<file path="config.mk">
export PLATFORM = sky130hd
export DESIGN_NAME = job_distributor
export DESIGN_NICKNAME = d
export VERILOG_FILES = /design/src/dist_pkg.sv /design/src/job_type_rotator.sv /design/src/dist_fsm.sv /design/src/opcode_matrix.sv /design/src/fthread_tracker.sv /design/src/job_line_builder.sv /design/src/job_distributor.sv
export SDC_FILE = /design/constraint.sdc
export NUM_CORES = 1
export LEC_CHECK = 0
export ABC_AREA = 0
export ABC_CLOCK_PERIOD_IN_PS = 5100
export BUFFER_PORTS_ARGS = -buffer_cell sky130_fd_sc_hd__clkbuf_2
export CAP_MARGIN = 20
export CORE_AREA = 2 2 499 501
export DETAILED_ROUTE_END_ITERATION = 6
export DIE_AREA = 0 0 501 503
export PLACE_DENSITY = 0.41
export SLEW_MARGIN = 20
export SYNTH_ARGS = -nofsm -noshare
export SYNTH_HDL_FRONTEND = slang
export SYNTH_SLANG_ARGS = --single-unit
</file>
<file path="constraint.sdc">
create_clock -name clk -period 5.1 [get_ports clk]
set_clock_uncertainty 0.1 [all_clocks]
set_input_delay 1.02 -clock clk [delete_from_list [all_inputs] [get_ports clk]]
set_output_delay 1.02 -clock clk [all_outputs]
set_load 0.02 [all_outputs]
</file>
<file path="src/dist_pkg.sv">
package dist_pkg;

    //////////////////////////////
    // Pool sizes
    //////////////////////////////
    localparam int NUM_JOB_TYPES = 4;
    localparam int NUM_FTHREADS  = 4;
    localparam int JOB_TY_W      = 2;

    // Word and field widths
    localparam int JOB_W      = 128;
    localparam int OPCODE_W   = 16;
    localparam int ADDR_W     = 58;
    localparam int OFFSET_W   = 32;
    localparam int CMD_W      = 8;
    localparam int PARAM_W    = 16;
    // Command byte, read address, write address, parameter
    localparam int CMD_LINE_W = CMD_W + ADDR_W + ADDR_W + PARAM_W;

    //////////////////////////////
    // Job word layout
    //////////////////////////////
    localparam int JOB_CMD_LSB    = 0;
    localparam int JOB_PARAM_LSB  = 8;
    // Bits 31..24 are unused
    localparam int JOB_RD_OFS_LSB = 32;
    localparam int JOB_WR_OFS_LSB = 64;

    //////////////////////////////
    // Distributor FSM states
    //////////////////////////////
    localparam logic [1:0] DIST_READY    = 2'b00;
    localparam logic [1:0] DIST_SCHEDULE = 2'b01;
    localparam logic [1:0] DIST_SUCCESS  = 2'b10;
    localparam logic [1:0] DIST_FAIL     = 2'b11;

endpackage

</file>
<file path="src/job_type_rotator.sv">
module job_type_rotator (
    input  logic                          clk,
    input  logic                          rst_n,
    input  logic                          advance,
    output logic [dist_pkg::JOB_TY_W-1:0] cur_type
);
    import dist_pkg::*;

    // Last queue index where the pointer wraps
    localparam logic [JOB_TY_W-1:0] LAST_TYPE = JOB_TY_W'(NUM_JOB_TYPES - 1);

    //////////////////////////////
    // Round-robin pointer
    //////////////////////////////
    // Moves only while the FSM sits in READY,
    // so a job that cannot be placed does not starve the other queues
    always_ff @(posedge clk) begin
        if (!rst_n) begin
            cur_type <= '0;
        end else if (advance) begin
            if (cur_type == LAST_TYPE) begin
                cur_type <= '0;
            end else begin
                cur_type <= cur_type + 1'b1;
            end
        end
    end

endmodule

</file>
<file path="src/dist_fsm.sv">
module dist_fsm (
    input  logic                               clk,
    input  logic                               rst_n,
    input  logic [dist_pkg::JOB_TY_W-1:0]      cur_type,
    input  logic [dist_pkg::NUM_JOB_TYPES-1:0] job_queue_valid,
    input  logic [dist_pkg::JOB_W-1:0]         job_queue_data [dist_pkg::NUM_JOB_TYPES],
    input  logic                               decision_made,
    input  logic                               success,
    output logic                               advance,
    output logic [dist_pkg::JOB_W-1:0]         job_request,
    output logic [dist_pkg::JOB_TY_W-1:0]      job_index,
    output logic                               req_valid,
    output logic [dist_pkg::NUM_JOB_TYPES-1:0] job_queue_ready
);
    import dist_pkg::*;

    logic [1:0] state;
    logic       take_job;

    // Queue under the pointer has a job and nothing is in flight
    assign take_job = (state == DIST_READY) && job_queue_valid[cur_type];
    assign advance  = (state == DIST_READY);

    //////////////////////////////
    // State register
    //////////////////////////////
    always_ff @(posedge clk) begin
        if (!rst_n) begin
            state     <= DIST_READY;
            req_valid <= 1'b0;
        end else begin
            // Request lasts only the first SCHEDULE cycle
            req_valid <= take_job;
            case (state)
                DIST_READY: begin
                    if (take_job) begin
                        state <= DIST_SCHEDULE;
                    end
                end
                DIST_SCHEDULE: begin
                    // Tracker answers in the second SCHEDULE cycle
                    if (decision_made) begin
                        state <= success ? DIST_SUCCESS : DIST_FAIL;
                    end
                end
                default: state <= DIST_READY;
            endcase
        end
    end

    // Job word and its queue index held through the decision
    always_ff @(posedge clk) begin
        if (take_job) begin
            job_request <= job_queue_data[cur_type];
            job_index   <= cur_type;
        end
    end

    // Acknowledge only the captured queue and only on a placed job
    always_comb begin
        job_queue_ready = '0;
        job_queue_ready[job_index] = (state == DIST_SCHEDULE) && decision_made && success;
    end

    // Tracker decides exactly one cycle after the request
    a_decision_follows_req: assert property (
        @(posedge clk) disable iff (!rst_n)
        req_valid |=> decision_made
    );

    // Acknowledged queue still holds the captured job
    a_ready_queue_valid: assert property (
        @(posedge clk) disable iff (!rst_n)
        |job_queue_ready |-> job_queue_valid[job_index]
    );

endmodule

</file>
<file path="src/opcode_matrix.sv">
module opcode_matrix (
    input  logic                              clk,
    input  logic                              rst_n,
    input  logic [dist_pkg::OPCODE_W-1:0]     fthread_config [dist_pkg::NUM_FTHREADS],
    input  logic                              fthread_config_valid,
    input  logic [dist_pkg::OPCODE_W-1:0]     job_config [dist_pkg::NUM_JOB_TYPES],
    input  logic                              job_config_valid,
    output logic [dist_pkg::NUM_FTHREADS-1:0] mapping [dist_pkg::NUM_JOB_TYPES]
);
    import dist_pkg::*;

    logic [OPCODE_W-1:0] fthread_opcode [NUM_FTHREADS];
    logic [OPCODE_W-1:0] job_opcode [NUM_JOB_TYPES];
    logic                fthread_loaded;
    logic                job_loaded;

    //////////////////////////////
    // Opcode tables
    //////////////////////////////
    always_ff @(posedge clk) begin
        if (fthread_config_valid) begin
            fthread_opcode <= fthread_config;
        end
        if (job_config_valid) begin
            job_opcode <= job_config;
        end
    end

    // Loaded flags, set once per table
    always_ff @(posedge clk) begin
        if (!rst_n) begin
            fthread_loaded <= 1'b0;
            job_loaded     <= 1'b0;
        end else begin
            fthread_loaded <= fthread_loaded | fthread_config_valid;
            job_loaded     <= job_loaded | job_config_valid;
        end
    end

    //////////////////////////////
    // Mapping matrix
    //////////////////////////////
    // Row t marks every fthread able to run job type t
    always_ff @(posedge clk) begin
        if (!rst_n) begin
            mapping <= '{default: '0};
        end else if (fthread_loaded && job_loaded) begin
            for (int t = 0; t < NUM_JOB_TYPES; t++) begin
                for (int f = 0; f < NUM_FTHREADS; f++) begin
                    mapping[t][f] <= (job_opcode[t] == fthread_opcode[f]);
                end
            end
        end
    end

endmodule

</file>
<file path="src/fthread_tracker.sv">
module fthread_tracker (
    input  logic                              clk,
    input  logic                              rst_n,
    input  logic [dist_pkg::NUM_FTHREADS-1:0] mapping [dist_pkg::NUM_JOB_TYPES],
    input  logic [dist_pkg::JOB_TY_W-1:0]     job_index,
    input  logic                              req_valid,
    input  logic [dist_pkg::NUM_FTHREADS-1:0] fthread_done,
    output logic                              decision_made,
    output logic                              success,
    output logic [dist_pkg::NUM_FTHREADS-1:0] job_set
);
    import dist_pkg::*;

    localparam logic [NUM_FTHREADS-1:0] ONE = NUM_FTHREADS'(1);

    logic [NUM_FTHREADS-1:0] avail;
    logic [NUM_FTHREADS-1:0] pick;
    logic [NUM_FTHREADS-1:0] pick_q;
    logic [NUM_FTHREADS-1:0] busy;

    //////////////////////////////
    // Free-fthread select
    //////////////////////////////
    // Matching fthreads that are idle
    assign avail = mapping[job_index] & ~busy;
    // Isolate lowest set bit so the lower index wins
    assign pick  = avail & (~avail + ONE);

    // Decision stage one cycle behind the request
    always_ff @(posedge clk) begin
        if (!rst_n) begin
            pick_q        <= '0;
            decision_made <= 1'b0;
        end else begin
            pick_q        <= pick;
            decision_made <= req_valid;
        end
    end

    assign success = |pick_q;
    assign job_set = decision_made ? pick_q : '0;

    //////////////////////////////
    // Busy state
    //////////////////////////////
    // A new job wins over a done pulse in the same cycle
    always_ff @(posedge clk) begin
        if (!rst_n) begin
            busy <= '0;
        end else begin
            busy <= job_set | (busy & ~fthread_done);
        end
    end

    // Done pulses come only from running fthreads
    a_done_while_busy: assert property (
        @(posedge clk) disable iff (!rst_n)
        (fthread_done & ~busy) == '0
    );

    a_job_set_idle: assert property (
        @(posedge clk) disable iff (!rst_n)
        (job_set & busy) == '0
    );

endmodule

</file>
<file path="src/job_line_builder.sv">
module job_line_builder (
    input  logic                              clk,
    input  logic                              rst_n,
    input  logic [dist_pkg::ADDR_W-1:0]       ws_base_addr,
    input  logic                              ws_base_addr_valid,
    input  logic [dist_pkg::JOB_W-1:0]        job_request,
    input  logic [dist_pkg::NUM_FTHREADS-1:0] job_set,
    output logic [dist_pkg::CMD_LINE_W-1:0]   fthread_job [dist_pkg::NUM_FTHREADS],
    output logic [dist_pkg::NUM_FTHREADS-1:0] fthread_job_valid
);
    import dist_pkg::*;

    logic [ADDR_W-1:0]     base_q;
    logic [ADDR_W-1:0]     rd_addr;
    logic [ADDR_W-1:0]     wr_addr;
    logic [OFFSET_W-1:0]   rd_ofs;
    logic [OFFSET_W-1:0]   wr_ofs;
    logic [CMD_LINE_W-1:0] job_line;

    // Workspace base, written once by software
    always_ff @(posedge clk) begin
        if (ws_base_addr_valid) begin
            base_q <= ws_base_addr;
        end
    end

    //////////////////////////////
    // Address adders
    //////////////////////////////
    assign rd_ofs = job_request[JOB_RD_OFS_LSB +: OFFSET_W];
    assign wr_ofs = job_request[JOB_WR_OFS_LSB +: OFFSET_W];

    // Ready one cycle after capture, ahead of the decision cycle
    always_ff @(posedge clk) begin
        rd_addr <= base_q + ADDR_W'(rd_ofs);
        wr_addr <= base_q + ADDR_W'(wr_ofs);
    end

    // Command byte on top, parameter at the bottom
    assign job_line = {job_request[JOB_CMD_LSB +: CMD_W], rd_addr, wr_addr,
                       job_request[JOB_PARAM_LSB +: PARAM_W]};

    //////////////////////////////
    // Per-fthread outputs
    //////////////////////////////
    always_ff @(posedge clk) begin
        for (int f = 0; f < NUM_FTHREADS; f++) begin
            if (job_set[f]) begin
                fthread_job[f] <= job_line;
            end
        end
    end

    // One-cycle valid pulse follows job_set
    always_ff @(posedge clk) begin
        if (!rst_n) begin
            fthread_job_valid <= '0;
        end else begin
            fthread_job_valid <= job_set;
        end
    end

endmodule

</file>
<file path="src/job_distributor.sv">
module job_distributor (
    input  logic                               clk,
    input  logic                               rst_n,
    input  logic [dist_pkg::OPCODE_W-1:0]      fthread_config [dist_pkg::NUM_FTHREADS],
    input  logic                               fthread_config_valid,
    input  logic [dist_pkg::OPCODE_W-1:0]      job_config [dist_pkg::NUM_JOB_TYPES],
    input  logic                               job_config_valid,
    input  logic [dist_pkg::NUM_JOB_TYPES-1:0] job_queue_valid,
    input  logic [dist_pkg::JOB_W-1:0]         job_queue_data [dist_pkg::NUM_JOB_TYPES],
    output logic [dist_pkg::NUM_JOB_TYPES-1:0] job_queue_ready,
    input  logic [dist_pkg::ADDR_W-1:0]        ws_base_addr,
    input  logic                               ws_base_addr_valid,
    output logic [dist_pkg::CMD_LINE_W-1:0]    fthread_job [dist_pkg::NUM_FTHREADS],
    output logic [dist_pkg::NUM_FTHREADS-1:0]  fthread_job_valid,
    input  logic [dist_pkg::NUM_FTHREADS-1:0]  fthread_done
);
    import dist_pkg::*;

    // Pointer and captured job
    logic [JOB_TY_W-1:0]     cur_type;
    logic                    advance;
    logic [JOB_W-1:0]        job_request;
    logic [JOB_TY_W-1:0]     job_index;
    logic                    req_valid;
    // Decision path
    logic [NUM_FTHREADS-1:0] mapping [NUM_JOB_TYPES];
    logic                    decision_made;
    logic                    success;
    logic [NUM_FTHREADS-1:0] job_set;

    job_type_rotator job_type_rotator_inst (
        .clk, .rst_n, .advance, .cur_type
    );

    dist_fsm dist_fsm_inst (
        .clk, .rst_n, .cur_type, .job_queue_valid, .job_queue_data,
        .decision_made, .success, .advance, .job_request, .job_index,
        .req_valid, .job_queue_ready
    );

    opcode_matrix opcode_matrix_inst (
        .clk, .rst_n, .fthread_config, .fthread_config_valid,
        .job_config, .job_config_valid, .mapping
    );

    fthread_tracker fthread_tracker_inst (
        .clk, .rst_n, .mapping, .job_index, .req_valid, .fthread_done,
        .decision_made, .success, .job_set
    );

    job_line_builder job_line_builder_inst (
        .clk, .rst_n, .ws_base_addr, .ws_base_addr_valid, .job_request,
        .job_set, .fthread_job, .fthread_job_valid
    );

endmodule

</file>
==> qor.yml <==
grt:
  grt_pass1_wl_um: 249000
  antenna_found_initial: 163
  grtUsageTotal_pct: 15.1
  grt_max_degree: 77
  grt_pass1_vias: 25400
  overflow: 0
pwr:
  vdd_drop_max_mv: 0.307
  p_per_area_mw_per_mm2: 432
  p_comb_share_pct: 12.8
  finalPower_mw: 22.4
  p_int_mw: 15.7
  power_switching_mw: 6.68
  pwr-share-clk_pct: 38.2
  p_seq_share_pct: 49.0
  switching_share_pct: 29.8
  p_leak_nw: 19.3
clock_network:
  htree_num_levels: 3
  cts_root_buffer: "clkbuf_16"
  clk_latency_ns: 0.82
  clk_pin_slew_ns: 0.06
  cts_tree: "built"
  cts_buffers: 116
  cts_sinks: 988
  ctsHoldBuffers: 0
  cts_resized: 0
  cts_setup_buffers: 0
  clock_path_buffers: 3
die:
  core-area_mm2: 0.247
  ios: 1279
  start_util_pct: 15.4
  fp-row-count: 183
  die_w_um: 501
  dieArea_mm2: 0.252
  fp.dieH_um: 503
critical_path:
  critPathLaunchType: "flop"
  critPathMaxFanout: 13
  cp.arrival_ns: 4.32
  worstPathRequired_ns: 5.68
  r2r_start: "job_line_builder_inst.base_q[1]"
  r2r-end: "job_line_builder_inst.rd_addr[52]"
  r2r_setup_slack_ns: 1.36
  crit_path_end_kind: "flop"
  r2r.worst_path.cells: 10
  path_class: "flop to flop"
sta:
  hold_viol_final: 0
  period_needed_ns: 3.74
  max_freq_mhz: 267
  slew_headroom_pct: 21.2
  finalSetupViolCount: 0
  setup-tns-final_ns: 0
  fin_crit_sh_pct: 73.4
  rsz0062_at_grt: "false"
  holdWs_ns: 0.267
  drv_slew: 0
  worstMarginPinSlew_ns: 1.17
placement:
  io_buffers: 1118
  post-dp-hpwl_um: 163000
  place_congestion: 0.869
synthesis:
  muxShareOfSynthArea_pct: 5.52
  syn_area_per_cell_um2: 17.1
  syn-cell-area_mm2: 0.0381
  synthAdderAreaFrac_pct: 2.24
  ys.flop_type: "edfxtp_1"
  ys_seq_area_share_pct: 73.8
  synthArstFlopShare_pct: 0
  yosysWarnings: 0
  syn_nets: 3010
  syn_inst: 2232
  synth-xor-area-share_pct: 8.33
  ys_ff_latch: 988
  synth_top_family_by_area: "XOR/XNOR gates"
  synth-simple-area-share_pct: 5.13
  yosysUniqueCellTypes: 67
  synth_enable_flop_cells: 836
  synth-compound-area-share_pct: 4.17
routing:
  num_vias: 25300
  via_per_inst: 3.72
  wl_per_cell_um: 29.1
  antenna_left: 0
  post-route-drc-count: 0
  initialDrtViolationCount: 1854
  firstDrtPassIters: 5
  drt_wl_total_um: 198000
min_path:
  whs_path_depth: 1
  min_path_type: "input pin to flop"
  worstHoldStart: "ws_base_addr[42]"
  min_to: "job_line_builder_inst.base_q[42]"
layout:
  drive_gt1_share_pct: 40.6
  area_growth_pct: 36.0
  nets: 4210
  fillCellCount: 26500
outcome:
  status: "finished, final reports clean"
flow_run:
  cap_viol_max_count: 0
==> through the flow <==
step | instances | worst slack (ns) | area [um2] | utilization [%]
after detailed placement | 6551 | 1.25 | 47900 | 19.4
after global routing | 6778 | 1.15 | 51800 | 21.0
after floorplan | 2232 | 0.830 | 38100 | -
after CTS | 6772 | 1.30 | 51800 | 21.0
final | 6797 | 1.36 | 51900 | 21.0
after global placement | 6551 | 1.28 | 47900 | 19.4
==> state kept, by name (all words and copies together), names as in the netlist, 2 cells and up <==
signal,cells
job_line_builder_inst.rd_addr,58
fthread_tracker_inst.busy,4
dist_fsm_inst.job_index,2
job_line_builder_inst.fthread_job_valid,4
opcode_matrix_inst.job_opcode,64
job_type_rotator_inst.cur_type,2
opcode_matrix_inst.mapping,16
fthread_tracker_inst.pick_q,4
job_line_builder_inst.fthread_job,560
dist_fsm_inst.state,2
job_line_builder_inst.wr_addr,58
job_line_builder_inst.base_q,58
dist_fsm_inst.job_request,88
opcode_matrix_inst.fthread_opcode,64
==> logic make-up after synthesis <==
logic type | count (synthesis)
flip-flops | 988
AND/OR/NAND/NOR | 385
XOR/XNOR | 363
AO/OA/AOI/OAI | 254
multiplexers | 94
buffers and inverters | 81
adder cells (fa/ha/maj) | 67
==> power groups by stage <==
stage / Sequential (mW) / Clock (mW) / Combinational (mW)
after CTS: 11.0 / 8.90 / 2.97
after global routing: 11.1 / 9.17 / 3.13
after floorplan: 10.3 / 0 / 1.66
after detailed placement: 11.2 / 0 / 2.95
final: 11.0 / 8.55 / 2.87
after global placement: 11.2 / 0 / 2.96
==> per-layer routing <==
layer  GRT usage (%)  vias to the layer above  share of wire (%)
met3            4.97                      366                8.6
met5               0                        -               0.21
met4            4.63                       64                3.5
met1            16.9                    12500                 38
li1                -                    11100                  -
met2            26.9                     1297                 50
==> final cells by class <==
class	count	area, um2	area share (%)
Inverter	27	101	0.195
Sequential cell	988	28200	54.3
Timing Repair Buffer	1136	5860	11.3
Multi-Input combinational cell	1163	9700	18.7
Tap cell	3237	4050	7.81
Antenna cell	25	62.6	0.121
Clock buffer	132	2970	5.73
Clock inverter	89	981	1.89
==> placed cells by master (no fill, tap or decap), types with 9 or more instances in the layout <==
| cell type | synthesis | final |
|---|---|---|
| clkbuf_16 | 0 | 116 |
| a21o_1 | 12 | 12 |
| xor2_1 | 308 | 308 |
| nand3_1 | 22 | 22 |
| nor2_1 | 95 | 95 |
| buf_12 | 0 | 10 |
| inv_1 | 27 | 27 |
| o21a_1 | 13 | 13 |
| nor4_1 | 67 | 67 |
| clkinvlp_4 | 0 | 12 |
| mux4_2 | 93 | 93 |
| diode_2 | 0 | 25 |
| bufinv_16 | 0 | 11 |
| edfxtp_1 | 836 | 836 |
| nand4_1 | 40 | 40 |
| o211ai_1 | 13 | 13 |
| a21oi_1 | 100 | 100 |
| clkbuf_2 | 0 | 1117 |
| dfxtp_1 | 152 | 150 |
| nand2_1 | 87 | 87 |
| clkinv_1 | 0 | 18 |
| nand2b_1 | 12 | 12 |
| xnor2_1 | 55 | 55 |
| o21ai_0 | 44 | 44 |
| clkinv_2 | 0 | 20 |
| buf_4 | 1 | 9 |
| and3_1 | 13 | 13 |
| clkinv_4 | 0 | 13 |
| ha_1 | 65 | 65 |
| clkbuf_1 | 34 | 15 |
==> critical path: stages (launching register included) <==
cell and delay [ns]:
edfxtp_1 0.46, inv_1 0.18, fa_1 0.46, nor2b_1 0.18, o2111ai_1 0.27, a2111oi_2 0.79, o21ai_1 0.26, o21ai_2 0.21
buf_4 0.27, or3b_1 0.39, xnor2_1 0.13
==> synth_stat cells, types with 3 or more instances <==
library cell / instances / area (um2)
edfxtp_1: 836 / 25100
nand2_1: 87 / 327
nand4_1: 40 / 250
a31o_2: 4 / 35.0
nor3_1: 8 / 40.0
a21oi_1: 100 / 500
clkbuf_1: 34 / 128
xnor2_1: 55 / 482
mux4_2: 93 / 2090
dfxtp_1: 152 / 3040
o22ai_1: 3 / 18.8
o31ai_1: 6 / 45.0
o2111ai_1: 3 / 26.3
ha_1: 65 / 813
o211ai_1: 13 / 97.6
a221oi_1: 3 / 26.3
o21ai_0: 44 / 220
or2_2: 3 / 18.8
a211oi_1: 8 / 60.1
and3_1: 13 / 81.3
and2_1: 9 / 56.3
buf_1: 12 / 45.0
or4_1: 3 / 22.5
or3_1: 3 / 18.8
o21a_1: 13 / 97.6
xor2_1: 308 / 2700
a21o_1: 12 / 90.1
nand2b_1: 12 / 75.1
nand3_1: 22 / 110
nor4_1: 67 / 419
nor3b_1: 4 / 30.0
inv_1: 27 / 101
buf_2: 7 / 35.0
o21bai_1: 6 / 45.0
a31oi_1: 6 / 37.5
nor2b_1: 5 / 31.3
o221ai_1: 3 / 26.3
nor2_1: 95 / 357
and4_1: 8 / 70.1
a21boi_0: 7 / 52.6
==> how the worst max path moves through the flow <==
stage,slack [ns],endpoint,startpoint,cells past startpoint
final,1.36,job_line_builder_inst.rd_addr[52],job_line_builder_inst.base_q[1],10
after global routing,1.15,job_line_builder_inst.rd_addr[52],job_line_builder_inst.base_q[0],11
after CTS,1.30,job_line_builder_inst.rd_addr[52],job_line_builder_inst.base_q[0],11
after detailed placement,1.25,job_line_builder_inst.rd_addr[52],job_line_builder_inst.base_q[1],10
after global placement,1.28,job_line_builder_inst.rd_addr[52],job_line_builder_inst.base_q[1],10
after floorplan,0.83,job_line_builder_inst.fthread_job[0],fthread_tracker_inst.decision_made,1
Power figures use the tool's default switching activity.
